===== config.mk =====
export PLATFORM = sky130hd
export DESIGN_NAME = axil_xbar
export DESIGN_NICKNAME = d
export VERILOG_FILES = /design/src/source/axil_pkg.sv /design/src/source/xbar_pkg.sv /design/src/source/addr_decode.sv /design/src/source/axil_demux.sv /design/src/source/axil_mux.sv /design/src/source/axil_err_slv.sv /design/src/source/axil_xbar.sv
export SDC_FILE = /design/constraint.sdc
export NUM_CORES = 1
export LEC_CHECK = 0
export ABC_AREA = 1
export BUFFER_PORTS_ARGS = -buffer_cell sky130_fd_sc_hd__buf_4
export CAP_MARGIN = 40
export CORE_AREA = 4 4 281 283
export CTS_CLUSTER_SIZE = 24
export DETAILED_ROUTE_END_ITERATION = 8
export DIE_AREA = 0 0 285 287
export RECOVER_POWER = 50
export SLEW_MARGIN = 20
export SYNTH_ARGS = -nofsm -noshare
export SYNTH_HDL_FRONTEND = slang
export SYNTH_SLANG_ARGS = --single-unit

===== constraint.sdc =====
create_clock -name clk_i -period 3.4 [get_ports clk_i]
set_input_delay 0.68 -clock clk_i [delete_from_list [all_inputs] [get_ports clk_i]]
set_output_delay 0.68 -clock clk_i [all_outputs]
set_load 0.005 [all_outputs]

===== src/source/axil_pkg.sv =====
// **************************************************
// AXI4-Lite types
// Channel widths, request and response bundles and
// response codes shared by the crossbar
// **************************************************
package axil_pkg;

  localparam int unsigned ADDR_WIDTH = 32;
  localparam int unsigned DATA_WIDTH = 32;
  localparam int unsigned STRB_WIDTH = DATA_WIDTH / 8;  // One strobe per byte

  typedef logic [ADDR_WIDTH-1:0] addr_t;
  typedef logic [DATA_WIDTH-1:0] data_t;
  typedef logic [STRB_WIDTH-1:0] strb_t;
  typedef logic [1:0]            resp_t;

  localparam resp_t RESP_OKAY   = 2'b00;
  localparam resp_t RESP_DECERR = 2'b11;

  // Manager to subordinate
  typedef struct packed {
    addr_t aw_addr;
    logic  aw_valid;
    data_t w_data;
    strb_t w_strb;
    logic  w_valid;
    logic  b_ready;
    addr_t ar_addr;
    logic  ar_valid;
    logic  r_ready;
  } axil_req_t;

  // Subordinate to manager
  typedef struct packed {
    logic  aw_ready;
    logic  w_ready;
    resp_t b_resp;
    logic  b_valid;
    logic  ar_ready;
    data_t r_data;
    resp_t r_resp;
    logic  r_valid;
  } axil_resp_t;

endpackage


===== src/source/xbar_pkg.sv =====
// **************************************************
// Crossbar configuration types
// Address rule layout for the decoders
// **************************************************
package xbar_pkg;

  localparam int unsigned IDX_WIDTH = 8;  // Room for up to 256 master ports

  // Maps [start_addr, end_addr) onto master port idx
  typedef struct packed {
    logic [IDX_WIDTH-1:0]            idx;
    logic [axil_pkg::ADDR_WIDTH-1:0] start_addr;
    logic [axil_pkg::ADDR_WIDTH-1:0] end_addr;   // Exclusive
  } rule_t;

endpackage


===== src/source/addr_decode.sv =====
// **************************************************
// Address decoder
// Matches an address against the rule table, falls
// back to a default index or flags a decode error
// **************************************************
`timescale 1ns/1ps

module addr_decode #(
  parameter int unsigned NumIdx   = 2,
  parameter int unsigned NumRules = 2,
  localparam int unsigned IdxWidth = (NumIdx > 1) ? $clog2(NumIdx) : 1
) (
  input  axil_pkg::addr_t                 addr_i,
  input  xbar_pkg::rule_t [NumRules-1:0]  addr_map_i,
  input  logic                            en_default_i,
  input  logic [IdxWidth-1:0]             default_idx_i,
  output logic [IdxWidth-1:0]             idx_o,
  output logic                            dec_error_o
);

  always_comb begin
    // Unmapped until a rule hits
    idx_o       = en_default_i ? default_idx_i : '0;
    dec_error_o = ~en_default_i;

    // Later rules override earlier ones
    for (int unsigned r = 0; r < NumRules; r++) begin
      if (addr_i >= addr_map_i[r].start_addr && addr_i < addr_map_i[r].end_addr) begin
        idx_o       = addr_map_i[r].idx[IdxWidth-1:0];
        dec_error_o = 1'b0;
      end
    end
  end

endmodule


===== src/source/axil_demux.sv =====
// **************************************************
// AXI4-Lite demultiplexer
// Steers one slave port to a selected target, one
// write and one read outstanding at a time
// **************************************************
`timescale 1ns/1ps

module axil_demux #(
  parameter int unsigned NumMstPorts = 3,  // Includes the error port
  localparam int unsigned SelWidth = (NumMstPorts > 1) ? $clog2(NumMstPorts) : 1
) (
  input  logic                                   clk_i,
  input  logic                                   rst_n_i,
  input  axil_pkg::axil_req_t                    slv_req_i,
  output axil_pkg::axil_resp_t                   slv_resp_o,
  input  logic [SelWidth-1:0]                    aw_select_i,
  input  logic [SelWidth-1:0]                    ar_select_i,
  output axil_pkg::axil_req_t  [NumMstPorts-1:0] mst_req_o,
  input  axil_pkg::axil_resp_t [NumMstPorts-1:0] mst_resp_i
);

  logic                w_pend_q, w_done_q, r_pend_q;
  logic [SelWidth-1:0] w_sel_q, r_sel_q;  // Target of the open write and read
  logic                aw_hs, w_hs, b_hs, ar_hs, r_hs;

  // Requests fan out, only the selected target sees valid or ready
  always_comb begin
    for (int unsigned i = 0; i < NumMstPorts; i++) begin
      mst_req_o[i]          = slv_req_i;
      mst_req_o[i].aw_valid = 1'b0;
      mst_req_o[i].w_valid  = 1'b0;
      mst_req_o[i].b_ready  = 1'b0;
      mst_req_o[i].ar_valid = 1'b0;
      mst_req_o[i].r_ready  = 1'b0;
    end
    if (!w_pend_q) begin
      mst_req_o[aw_select_i].aw_valid = slv_req_i.aw_valid;
    end else begin
      mst_req_o[w_sel_q].w_valid = slv_req_i.w_valid & ~w_done_q;  // Single W beat
      mst_req_o[w_sel_q].b_ready = slv_req_i.b_ready;
    end
    if (!r_pend_q) begin
      mst_req_o[ar_select_i].ar_valid = slv_req_i.ar_valid;
    end else begin
      mst_req_o[r_sel_q].r_ready = slv_req_i.r_ready;
    end
  end

  // Responses come back from the recorded target
  always_comb begin
    slv_resp_o = '0;
    if (!w_pend_q) begin
      slv_resp_o.aw_ready = mst_resp_i[aw_select_i].aw_ready;
    end else begin
      slv_resp_o.w_ready = mst_resp_i[w_sel_q].w_ready & ~w_done_q;
      slv_resp_o.b_valid = mst_resp_i[w_sel_q].b_valid;
      slv_resp_o.b_resp  = mst_resp_i[w_sel_q].b_resp;
    end
    if (!r_pend_q) begin
      slv_resp_o.ar_ready = mst_resp_i[ar_select_i].ar_ready;
    end else begin
      slv_resp_o.r_valid = mst_resp_i[r_sel_q].r_valid;
      slv_resp_o.r_data  = mst_resp_i[r_sel_q].r_data;
      slv_resp_o.r_resp  = mst_resp_i[r_sel_q].r_resp;
    end
  end

  assign aw_hs = slv_req_i.aw_valid & slv_resp_o.aw_ready;
  assign w_hs  = slv_req_i.w_valid  & slv_resp_o.w_ready;
  assign b_hs  = slv_resp_o.b_valid & slv_req_i.b_ready;
  assign ar_hs = slv_req_i.ar_valid & slv_resp_o.ar_ready;
  assign r_hs  = slv_resp_o.r_valid & slv_req_i.r_ready;

  always_ff @(posedge clk_i or negedge rst_n_i) begin
    if (!rst_n_i) begin
      w_pend_q <= 1'b0;
      w_done_q <= 1'b0;
      r_pend_q <= 1'b0;
    end else begin
      if (aw_hs) begin
        w_pend_q <= 1'b1;
        w_done_q <= 1'b0;
      end else if (b_hs) begin
        w_pend_q <= 1'b0;
      end
      if (w_hs) w_done_q <= 1'b1;
      if (ar_hs) r_pend_q <= 1'b1;
      else if (r_hs) r_pend_q <= 1'b0;
    end
  end

  always_ff @(posedge clk_i) begin
    if (aw_hs) w_sel_q <= aw_select_i;
    if (ar_hs) r_sel_q <= ar_select_i;
  end

  // Manager must not move an address that is waiting
  assert property (@(posedge clk_i) disable iff (!rst_n_i)
    (slv_req_i.aw_valid && !slv_resp_o.aw_ready) |=> $stable(slv_req_i.aw_addr))
    else $error("aw_addr changed while stalled");
  assert property (@(posedge clk_i) disable iff (!rst_n_i)
    (slv_req_i.ar_valid && !slv_resp_o.ar_ready) |=> $stable(slv_req_i.ar_addr))
    else $error("ar_addr changed while stalled");

endmodule


===== src/source/axil_mux.sv =====
// **************************************************
// AXI4-Lite multiplexer
// Round-robin arbitration of one master port among
// the slave ports, separately for writes and reads
// **************************************************
`timescale 1ns/1ps

module axil_mux #(
  parameter int unsigned NumSlvPorts = 2,
  localparam int unsigned IdxWidth = (NumSlvPorts > 1) ? $clog2(NumSlvPorts) : 1
) (
  input  logic                                   clk_i,
  input  logic                                   rst_n_i,
  input  axil_pkg::axil_req_t  [NumSlvPorts-1:0] slv_req_i,
  output axil_pkg::axil_resp_t [NumSlvPorts-1:0] slv_resp_o,
  output axil_pkg::axil_req_t                    mst_req_o,
  input  axil_pkg::axil_resp_t                   mst_resp_i
);

  logic                w_busy_q, r_busy_q;      // Channel owned until B / R
  logic [IdxWidth-1:0] w_owner_q, r_owner_q;
  logic [IdxWidth-1:0] w_rr_q, r_rr_q;          // Highest priority next round
  logic [IdxWidth-1:0] aw_gnt, ar_gnt;
  logic                aw_gnt_valid, ar_gnt_valid;
  logic                aw_hs, b_hs, ar_hs, r_hs;

  // Walk downwards so the requester closest to the pointer wins
  always_comb begin
    int unsigned cand;
    aw_gnt       = '0;
    aw_gnt_valid = 1'b0;
    ar_gnt       = '0;
    ar_gnt_valid = 1'b0;
    for (int k = NumSlvPorts - 1; k >= 0; k--) begin
      cand = (int'(w_rr_q) + k) % NumSlvPorts;
      if (slv_req_i[cand].aw_valid) begin
        aw_gnt       = IdxWidth'(cand);
        aw_gnt_valid = 1'b1;
      end
      cand = (int'(r_rr_q) + k) % NumSlvPorts;
      if (slv_req_i[cand].ar_valid) begin
        ar_gnt       = IdxWidth'(cand);
        ar_gnt_valid = 1'b1;
      end
    end
  end

  always_comb begin
    mst_req_o = '0;
    if (!w_busy_q) begin
      mst_req_o.aw_addr  = slv_req_i[aw_gnt].aw_addr;
      mst_req_o.aw_valid = aw_gnt_valid;
    end else begin
      mst_req_o.w_data  = slv_req_i[w_owner_q].w_data;
      mst_req_o.w_strb  = slv_req_i[w_owner_q].w_strb;
      mst_req_o.w_valid = slv_req_i[w_owner_q].w_valid;
      mst_req_o.b_ready = slv_req_i[w_owner_q].b_ready;
    end
    if (!r_busy_q) begin
      mst_req_o.ar_addr  = slv_req_i[ar_gnt].ar_addr;
      mst_req_o.ar_valid = ar_gnt_valid;
    end else begin
      mst_req_o.r_ready = slv_req_i[r_owner_q].r_ready;
    end
  end

  always_comb begin
    slv_resp_o = '0;
    if (!w_busy_q) begin
      slv_resp_o[aw_gnt].aw_ready = mst_resp_i.aw_ready & aw_gnt_valid;
    end else begin
      slv_resp_o[w_owner_q].w_ready = mst_resp_i.w_ready;
      slv_resp_o[w_owner_q].b_valid = mst_resp_i.b_valid;
      slv_resp_o[w_owner_q].b_resp  = mst_resp_i.b_resp;
    end
    if (!r_busy_q) begin
      slv_resp_o[ar_gnt].ar_ready = mst_resp_i.ar_ready & ar_gnt_valid;
    end else begin
      slv_resp_o[r_owner_q].r_valid = mst_resp_i.r_valid;
      slv_resp_o[r_owner_q].r_data  = mst_resp_i.r_data;
      slv_resp_o[r_owner_q].r_resp  = mst_resp_i.r_resp;
    end
  end

  assign aw_hs = mst_req_o.aw_valid & mst_resp_i.aw_ready;
  assign b_hs  = mst_resp_i.b_valid & mst_req_o.b_ready;
  assign ar_hs = mst_req_o.ar_valid & mst_resp_i.ar_ready;
  assign r_hs  = mst_resp_i.r_valid & mst_req_o.r_ready;

  always_ff @(posedge clk_i or negedge rst_n_i) begin
    if (!rst_n_i) begin
      w_busy_q <= 1'b0;
      r_busy_q <= 1'b0;
      w_rr_q   <= '0;
      r_rr_q   <= '0;
    end else begin
      if (aw_hs) begin
        w_busy_q <= 1'b1;
        w_rr_q   <= (aw_gnt == IdxWidth'(NumSlvPorts - 1)) ? '0 : aw_gnt + 1'b1;
      end else if (b_hs) begin
        w_busy_q <= 1'b0;
      end
      if (ar_hs) begin
        r_busy_q <= 1'b1;
        r_rr_q   <= (ar_gnt == IdxWidth'(NumSlvPorts - 1)) ? '0 : ar_gnt + 1'b1;
      end else if (r_hs) begin
        r_busy_q <= 1'b0;
      end
    end
  end

  always_ff @(posedge clk_i) begin
    if (aw_hs) w_owner_q <= aw_gnt;
    if (ar_hs) r_owner_q <= ar_gnt;
  end

  // Subordinate answers only a channel that has an owner
  assert property (@(posedge clk_i) disable iff (!rst_n_i) mst_resp_i.b_valid |-> w_busy_q)
    else $error("b_valid without an open write");
  assert property (@(posedge clk_i) disable iff (!rst_n_i) mst_resp_i.r_valid |-> r_busy_q)
    else $error("r_valid without an open read");

endmodule


===== src/source/axil_err_slv.sv =====
// **************************************************
// Decode error responder
// Accepts any write or read and answers DECERR
// **************************************************
`timescale 1ns/1ps

module axil_err_slv (
  input  logic                 clk_i,
  input  logic                 rst_n_i,
  input  axil_pkg::axil_req_t  req_i,
  output axil_pkg::axil_resp_t resp_o
);

  logic aw_got_q, w_got_q, b_valid_q, r_valid_q;
  logic aw_done, w_done;

  always_comb begin
    resp_o          = '0;
    resp_o.aw_ready = ~aw_got_q & ~b_valid_q;
    resp_o.w_ready  = ~w_got_q & ~b_valid_q;
    resp_o.b_valid  = b_valid_q;
    resp_o.b_resp   = axil_pkg::RESP_DECERR;
    resp_o.ar_ready = ~r_valid_q;
    resp_o.r_valid  = r_valid_q;
    resp_o.r_resp   = axil_pkg::RESP_DECERR;  // r_data stays zero
  end

  // AW and W may land in either order
  assign aw_done = aw_got_q | (req_i.aw_valid & resp_o.aw_ready);
  assign w_done  = w_got_q | (req_i.w_valid & resp_o.w_ready);

  always_ff @(posedge clk_i or negedge rst_n_i) begin
    if (!rst_n_i) begin
      aw_got_q  <= 1'b0;
      w_got_q   <= 1'b0;
      b_valid_q <= 1'b0;
      r_valid_q <= 1'b0;
    end else begin
      if (aw_done && w_done) begin
        b_valid_q <= 1'b1;
        aw_got_q  <= 1'b0;
        w_got_q   <= 1'b0;
      end else begin
        aw_got_q <= aw_done;
        w_got_q  <= w_done;
        if (b_valid_q && req_i.b_ready) b_valid_q <= 1'b0;
      end
      if (req_i.ar_valid && resp_o.ar_ready) r_valid_q <= 1'b1;
      else if (r_valid_q && req_i.r_ready) r_valid_q <= 1'b0;
    end
  end

  // Next write address only once the pending B has gone
  assert property (@(posedge clk_i) disable iff (!rst_n_i)
    req_i.aw_valid |-> !resp_o.b_valid)
    else $error("new write address while B is pending");

endmodule


===== src/source/axil_xbar.sv =====
// **************************************************
// AXI4-Lite crossbar
// Decoders and demuxes per slave port, round-robin
// muxes per master port, DECERR for unmapped space
// **************************************************
`timescale 1ns/1ps

module axil_xbar #(
  parameter int unsigned NumSlvPorts = 2,
  parameter int unsigned NumMstPorts = 2,
  parameter int unsigned NumRules    = 2,
  localparam int unsigned MstIdxWidth = (NumMstPorts > 1) ? $clog2(NumMstPorts) : 1,
  localparam int unsigned SelWidth    = $clog2(NumMstPorts + 1)  // Extra slot for DECERR
) (
  input  logic                                     clk_i,
  input  logic                                     rst_n_i,
  input  axil_pkg::axil_req_t  [NumSlvPorts-1:0]   slv_req_i,
  output axil_pkg::axil_resp_t [NumSlvPorts-1:0]   slv_resp_o,
  output axil_pkg::axil_req_t  [NumMstPorts-1:0]   mst_req_o,
  input  axil_pkg::axil_resp_t [NumMstPorts-1:0]   mst_resp_i,
  input  xbar_pkg::rule_t      [NumRules-1:0]      addr_map_i,
  input  logic [NumSlvPorts-1:0]                   en_default_i,
  input  logic [NumSlvPorts-1:0][MstIdxWidth-1:0]  default_idx_i
);

  // Demux side, last entry is the error responder
  axil_pkg::axil_req_t  [NumSlvPorts-1:0][NumMstPorts:0] demux_req;
  axil_pkg::axil_resp_t [NumSlvPorts-1:0][NumMstPorts:0] demux_resp;
  // Mux side, indexed by master port first
  axil_pkg::axil_req_t  [NumMstPorts-1:0][NumSlvPorts-1:0] mux_req;
  axil_pkg::axil_resp_t [NumMstPorts-1:0][NumSlvPorts-1:0] mux_resp;

  for (genvar i = 0; i < NumSlvPorts; i++) begin : gen_slv_port
    logic [MstIdxWidth-1:0] dec_aw, dec_ar;
    logic                   dec_aw_err, dec_ar_err;
    logic [SelWidth-1:0]    aw_select, ar_select;

    addr_decode #(.NumIdx(NumMstPorts), .NumRules(NumRules)) i_aw_decode (
      .addr_i        (slv_req_i[i].aw_addr),
      .addr_map_i    (addr_map_i),
      .en_default_i  (en_default_i[i]),
      .default_idx_i (default_idx_i[i]),
      .idx_o         (dec_aw),
      .dec_error_o   (dec_aw_err)
    );

    addr_decode #(.NumIdx(NumMstPorts), .NumRules(NumRules)) i_ar_decode (
      .addr_i        (slv_req_i[i].ar_addr),
      .addr_map_i    (addr_map_i),
      .en_default_i  (en_default_i[i]),
      .default_idx_i (default_idx_i[i]),
      .idx_o         (dec_ar),
      .dec_error_o   (dec_ar_err)
    );

    assign aw_select = dec_aw_err ? SelWidth'(NumMstPorts) : SelWidth'(dec_aw);
    assign ar_select = dec_ar_err ? SelWidth'(NumMstPorts) : SelWidth'(dec_ar);

    axil_demux #(.NumMstPorts(NumMstPorts + 1)) i_demux (
      .clk_i       (clk_i),
      .rst_n_i     (rst_n_i),
      .slv_req_i   (slv_req_i[i]),
      .slv_resp_o  (slv_resp_o[i]),
      .aw_select_i (aw_select),
      .ar_select_i (ar_select),
      .mst_req_o   (demux_req[i]),
      .mst_resp_i  (demux_resp[i])
    );

    axil_err_slv i_err_slv (
      .clk_i   (clk_i),
      .rst_n_i (rst_n_i),
      .req_i   (demux_req[i][NumMstPorts]),
      .resp_o  (demux_resp[i][NumMstPorts])
    );

    for (genvar j = 0; j < NumMstPorts; j++) begin : gen_cross
      assign mux_req[j][i]    = demux_req[i][j];
      assign demux_resp[i][j] = mux_resp[j][i];
    end
  end

  for (genvar j = 0; j < NumMstPorts; j++) begin : gen_mst_port
    axil_mux #(.NumSlvPorts(NumSlvPorts)) i_mux (
      .clk_i      (clk_i),
      .rst_n_i    (rst_n_i),
      .slv_req_i  (mux_req[j]),
      .slv_resp_o (mux_resp[j]),
      .mst_req_o  (mst_req_o[j]),
      .mst_resp_i (mst_resp_i[j])
    );
  end

endmodule


# Word level (Yosys, flattened, before mapping)
# Index checks and enable logic that the tools add are counted.
# W data, S select, Z words.
[word_totals]
regBits = 34
inputBits = 442
output_inout_bits = 292
word_cells = 414
[op_classes]
addsub = 8
n_lt_le_gt_ge = 56
muxes = 220
bitwise = 54
reduce_logical = 46
[ops]
columns = ["op", "count"]
rows = [
  ["$bwmux W315", 10],
  ["$demux W105 S2", 10],
  ["$bwmux W82", 12],
  ["$mux W73", 10],
  ["$bmux W41 S2", 8],
  ["$demux W41 S1", 16],
  ["$mux W315", 2],
  ["$mux W283", 2],
  ["$mux W105", 4],
  ["$and A82 B82 Y82", 4],
  ["$mux W82", 4],
  ["$mux W72", 4],
  ["$mux W35", 8],
  ["$ge A32 B32 Y1", 8],
  ["$lt A32 B32 Y1", 8],
  ["$mux W36", 6],
  ["$mux W41", 4],
  ["$mux W40", 4],
  ["$mux W34", 4],
  ["$mux W33", 4],
  ["$mux W1", 84],
  ["$mux W39", 2],
  ["$mux W38", 2],
  ["$mux W37", 2],
  ["other kinds (13)", 162],
]

# Longest topological paths before layout
[logic_depth]
depth_word = 34
depth_mapped = 25
ltp_nobuf = 25

# Hierarchy
# Synthesis repeated with hierarchy kept, for this count alone.
[hier_totals]
cells_unflattened = 4650
hier_area_um2 = 27292.4
[modules_own_cells]
columns = ["mod", "instances", "cells_per_inst", "area_per_inst_um2", "seq_area_each_um2"]
rows = [
  ["addr_decode", 4, 534, 3338.2, 0.0],
  ["axil_demux (gen_slv_port[1].i_demux)", 1, 627, 3816.2, 195.2],
  ["axil_demux (gen_slv_port[0].i_demux)", 1, 625, 3806.2, 195.2],
  ["axil_mux (gen_mst_port[0].i_mux)", 1, 583, 2776.4, 160.2],
  ["axil_mux (gen_mst_port[1].i_mux)", 1, 549, 2575.0, 160.2],
  ["axil_err_slv", 2, 61, 462.9, 100.1],
  ["axil_xbar", 1, 8, 40.0, 0.0],
]

# Worst setup path after synthesis
# OpenSTA, ideal clock, no wires.
[synth_path]
path_type = "input-to-output"
from = "in addr_map_i[127] in the netlist's numbering"
to = "out mst_req_o[102] in the netlist's numbering"
t_arrival_ns = 2.535
path_slack_ns = 0.185
cell_stages = 17
path_cell_list = "inv_1 -> ha_1 -> nand2_1 -> nor3_2 -> nand3_1 -> nor2_2 -> nand4_1 -> nand3_2 -> nand4_1 -> nand2_4 -> nand3_4 -> clkinv_4 -> nand2_8 -> inv_6 -> buf_12 -> nor2_1 -> nor2_1"
[synth_lines]
columns = ["item", "line", "source"]
rows = [
  ["start: declaration", "axil_xbar.sv:21", "input xbar_pkg::rule_t [NumRules-1:0] addr_map_i,"],
  ["end: declaration", "axil_xbar.sv:19", "output axil_pkg::axil_req_t [NumMstPorts-1:0] mst_req_o,"],
]

==> results.md <==
* Run status: complete, but fails checks
* Failing checks: setup timing
* Sum of net half-perimeters after detailed placement at 91.4 mm
* Clock insertion delay at the later pin of the skew report at 0.28 ns
* Clock root cell: sky130_fd_sc_hd__clkbuf_16
* Pins Over Slew Limit at 0
* Internal power consumption at 5.09 mW
* Proportion of synthesized area in mux cells at 0%
* Sequential element share of the synthesized area at 5.09%
* FF+latch count, synth at 34
* Dominant register cell in the synthesized netlist: sky130_fd_sc_hd__dfrtp_1
* Router iterations before antenna repair at 5
* GRT overflow at 0
* Number of clock sinks at 34
* Total net switching power at 5.39 mW
* Fmax achieved at 234 MHz
* Clock share of power at 5.0%
* Number of CTS-inserted buffers at 5
* Area share of the largest cell type after synthesis at 35.2%
* Adder and majority cell fraction of the synthesized area at 35.2%
* Total via count after detailed routing at 24763
* Cell type with the largest total area after synthesis: sky130_fd_sc_hd__ha_1
* Data arrival time of the critical path at 3.59 ns
* CTS tree: built
* Fraction of final layout cells with drive strength greater than 1 at 42.3%
* Maximum fanout encountered on the critical timing path at 7
* Clock transition at the register clock pins on the worst setup and hold paths after CTS at 0.06 ns
* Worst min path class: reg -> reg
* Worst slew pin tran at 1.45 ns
* Kind of launch point of the worst setup path: primary input
* Top cells by area in the synthesized netlist: sky130_fd_sc_hd__ha_1 (35%), sky130_fd_sc_hd__nand2_1 (12%), sky130_fd_sc_hd__a21oi_1 (9.1%), sky130_fd_sc_hd__inv_1 (7.8%), sky130_fd_sc_hd__nor2_1 (7.7%)
* Total number of placement rows at 102
* Leakage power at 16.4 nW
* Largest registers: gen_slv_port.i_demux.r_sel_q x4, gen_slv_port.i_demux.w_sel_q x4
* Routed via count divided by cell count at 4.87
* Mean Syn Cell Area at 6.25 um^2
* Net count of the mapped netlist at 3812
* Overall Power at 10.5 mW
* Synth cell types at 53
* Starting Density at 23.3%
* Setup repair after global routing missed its margin: true
* Summed negative setup slack over all endpoints at -108.04 ns
* Final Hold Fails at 0
* Largest family of logic cells by synthesized area: adder cells
* Kind of end point of the critical path: output pin
* Pin count of the biggest net entering global routing at 38
* Maximum buffer depth of the clock tree at 2
* Crit path kind: in -> out
* Final antenna-violating net count at 0
* Post-layout minimum cycle time at 4.27 ns
* Layout net count at 4982
* Delay of the slowest cell on the worst path at 0.28 ns
* Antenna violations before repair at 12
* Setup violators final at 149
* Number of port buffers at 719
* Series of cell instances along the critical path: buf_6, clkinvlp_4, buf_12, buf_6, ha_4, nand2_4, nor2_4, nand4_1, nor2_4, nand2_1, nand2_2, nand3_2, nand2_2, nand2_2, nand2_4, buf_4, nand4_4, nand2_4, buf_12, buf_12, buf_6, o21ai_2, nor2_1, buf_4
* Worst EP required at 2.72 ns
* Clock skew at 0.00469 ns
* Fraction of the cycle the final worst path needs at 126%
* Global-route total usage across every layer at 25.2%
* Compound-cell area share of the yosys netlist at 21.0%
* Fraction of registers with async set/reset at 64.7%
* Die Y-Extent at 287 um
* Least setup slack across all paths after layout at -0.873 ns
* Global placer's final weighted congestion at 0.928
* Die width at 285 um
* Number of enable flip-flop cells after synthesis at 12
* Fraction of synthesized cell area in xor and xnor cells at 0%
* Largest vdd supply drop at 0.293 mV
* Simple-gate portion of the synthesized area at 28.4%
* DRC violation total after the first TritonRoute iteration at 1419
* Number of primary I/O pins at 734
* Register-to-Register Path Depth at 11
* Tightest slew margin relative to the limit at 3.64%
* YS warnings at 0
* Global-route wire length before repair at 154 mm
* Final WL at 112 mm
* H-tree level count at 2
* Power Dens Cells at 329 nW/um^2
* Total area of multi-input combinational cells at 17400 um^2
* Proportion of power drawn by combinational gates at 88.0%
* Count of unresolved DRC violations after routing at 0
* WL/cell at 22.0 um
* Cell count after synthesis at 2866
* Slowest cell on the critical path: sky130_fd_sc_hd__ha_4
* Storage element area at 911 um^2
* Area Growth Syn to Fin at 77.8%
* Core area at 76700 um^2
* Die outline area at 81800 um^2
* Max-cap viol count at 0
* Mapped Area at 17900 um^2
* Reg power frac at 7.0%
* Vias in the first global route at 23198
* Fill cell total of the finished layout at 8042
* Most repeated cell in the gate-level netlist after synthesis: sky130_fd_sc_hd__nand2_1
* Switching share of power at 51.4%
* Hold Path Depth at 2
* Top post-synthesis cells by count: sky130_fd_sc_hd__nand2_1 (595), sky130_fd_sc_hd__ha_1 (504), sky130_fd_sc_hd__inv_1 (371), sky130_fd_sc_hd__nor2_1 (369), sky130_fd_sc_hd__a21oi_1 (324)
==> cells by family after synthesis <==
| family | Yosys count |
|---|---|
| AO/OA/AOI/OAI | 693 |
| adder cells (fa/ha/maj) | 504 |
| buffers and inverters | 455 |
| flip-flops | 34 |
| AND/OR/NAND/NOR | 1180 |
==> layout make-up <==
type                    instances  area share [%]
diodes                          5          0.0393
clock buffers                   5           0.393
clock inverters                 3           0.141
inverters                     384            4.99
multi-input cells            2377            54.7
flip-flops and latches         34            2.86
well taps                    1040            4.09
repair buffers               1234            32.8
==> layout by cell type (no fill, tap or decap), drive strengths merged <==
cell and n:
inv 364, nor3b 1, o211ai 10, or2 4, a221oi 9, ha 504, clkinvlp 19, o21a 23
nand4 49, o21ai 225, nand3b 2, nand3 86, o21bai 8, clkbuf 91, nor3 23, a31oi 7
o22ai 74, a21o 6, nand2 608, nor2 392, edfxtp 12, buf 1148, dfrtp 22, clkinv 3
a21oi 328, bufinv 1, and3 2, diode 5, a211oi 2, a21boi 1, nor4 11, and2 2
==> final timing paths <==
check                      slack, ns                                               to                                         start
max                            -0.87                                   mst_req_o[208]                                addr_map_i[61]
min                             0.48     gen_slv_port[1].i_demux.w_done_q$_DFFE_PN0P_  gen_slv_port[1].i_demux.w_done_q$_DFFE_PN0P_
max reg2reg                     1.00     gen_slv_port[1].i_demux.w_sel_q[0]$_DFFE_PP_  gen_slv_port[1].i_demux.w_pend_q$_DFFE_PN0P_
min reg2reg                     0.48     gen_slv_port[1].i_demux.w_done_q$_DFFE_PN0P_  gen_slv_port[1].i_demux.w_done_q$_DFFE_PN0P_
max in group asynchronous       1.82     gen_slv_port[0].i_demux.w_done_q$_DFFE_PN0P_                                       rst_n_i
min in group asynchronous       0.73  gen_slv_port[0].i_err_slv.r_valid_q$_DFFE_PN0P_                                       rst_n_i
==> stage by stage <==
step                hold slack, ns  std cells  instance area (um^2)  setup slack (ns)  utilization [%]
finish                       0.483       5082                 31800            -0.873             41.5
global route                 0.500       5079                 31800             -1.00             41.5
CTS                          0.313       5047                 30300            -0.868             39.6
detailed placement           0.465       4973                 27700             -1.44             36.1
global placement             0.456       4973                 27700             -1.46             36.1
floorplan                    0.384       2866                 17900             0.185                -
==> power by group through the flow <==
stage / combinational [mW] / clock (mW) / sequential [mW]
finish: 9.23 / 0.525 / 0.731
global route: 9.94 / 0.551 / 0.753
CTS: 8.71 / 0.536 / 0.725
detailed placement: 7.47 / 0 / 0.726
global placement: 7.42 / 0 / 0.722
floorplan: 3.22 / 0 / 0.667
==> per-layer routing <==
layer  wire length, um  track usage, %  vias up  part of all wire, %
li1                  -               -    12130                    -
met1             48300            33.2    11515                   43
met2             53300            43.9      954                   48
met3              7000            3.42      146                  6.3
met4              3010            5.71       18                  2.7
met5               108               0        -                0.097
==> what timing repair did <==
item | CTS | global route
hold buffers | 0 | 0
pin swaps | 128 | 145
buffers inserted | 61 | 43
setup endpoints to repair | 150 | 153
hold endpoints to repair | 0 | 0
gates cloned | 15 | 3
gates resized for setup | 469 | 357
==> critical path: cells and delay by family <==
family	cells	cell delay, ns
simple gates	13	1.43
buf+inv	9	1.12
fa+ha+maj	1	0.28
compound gates	1	0.04
(Power assumes the default switching activity.)
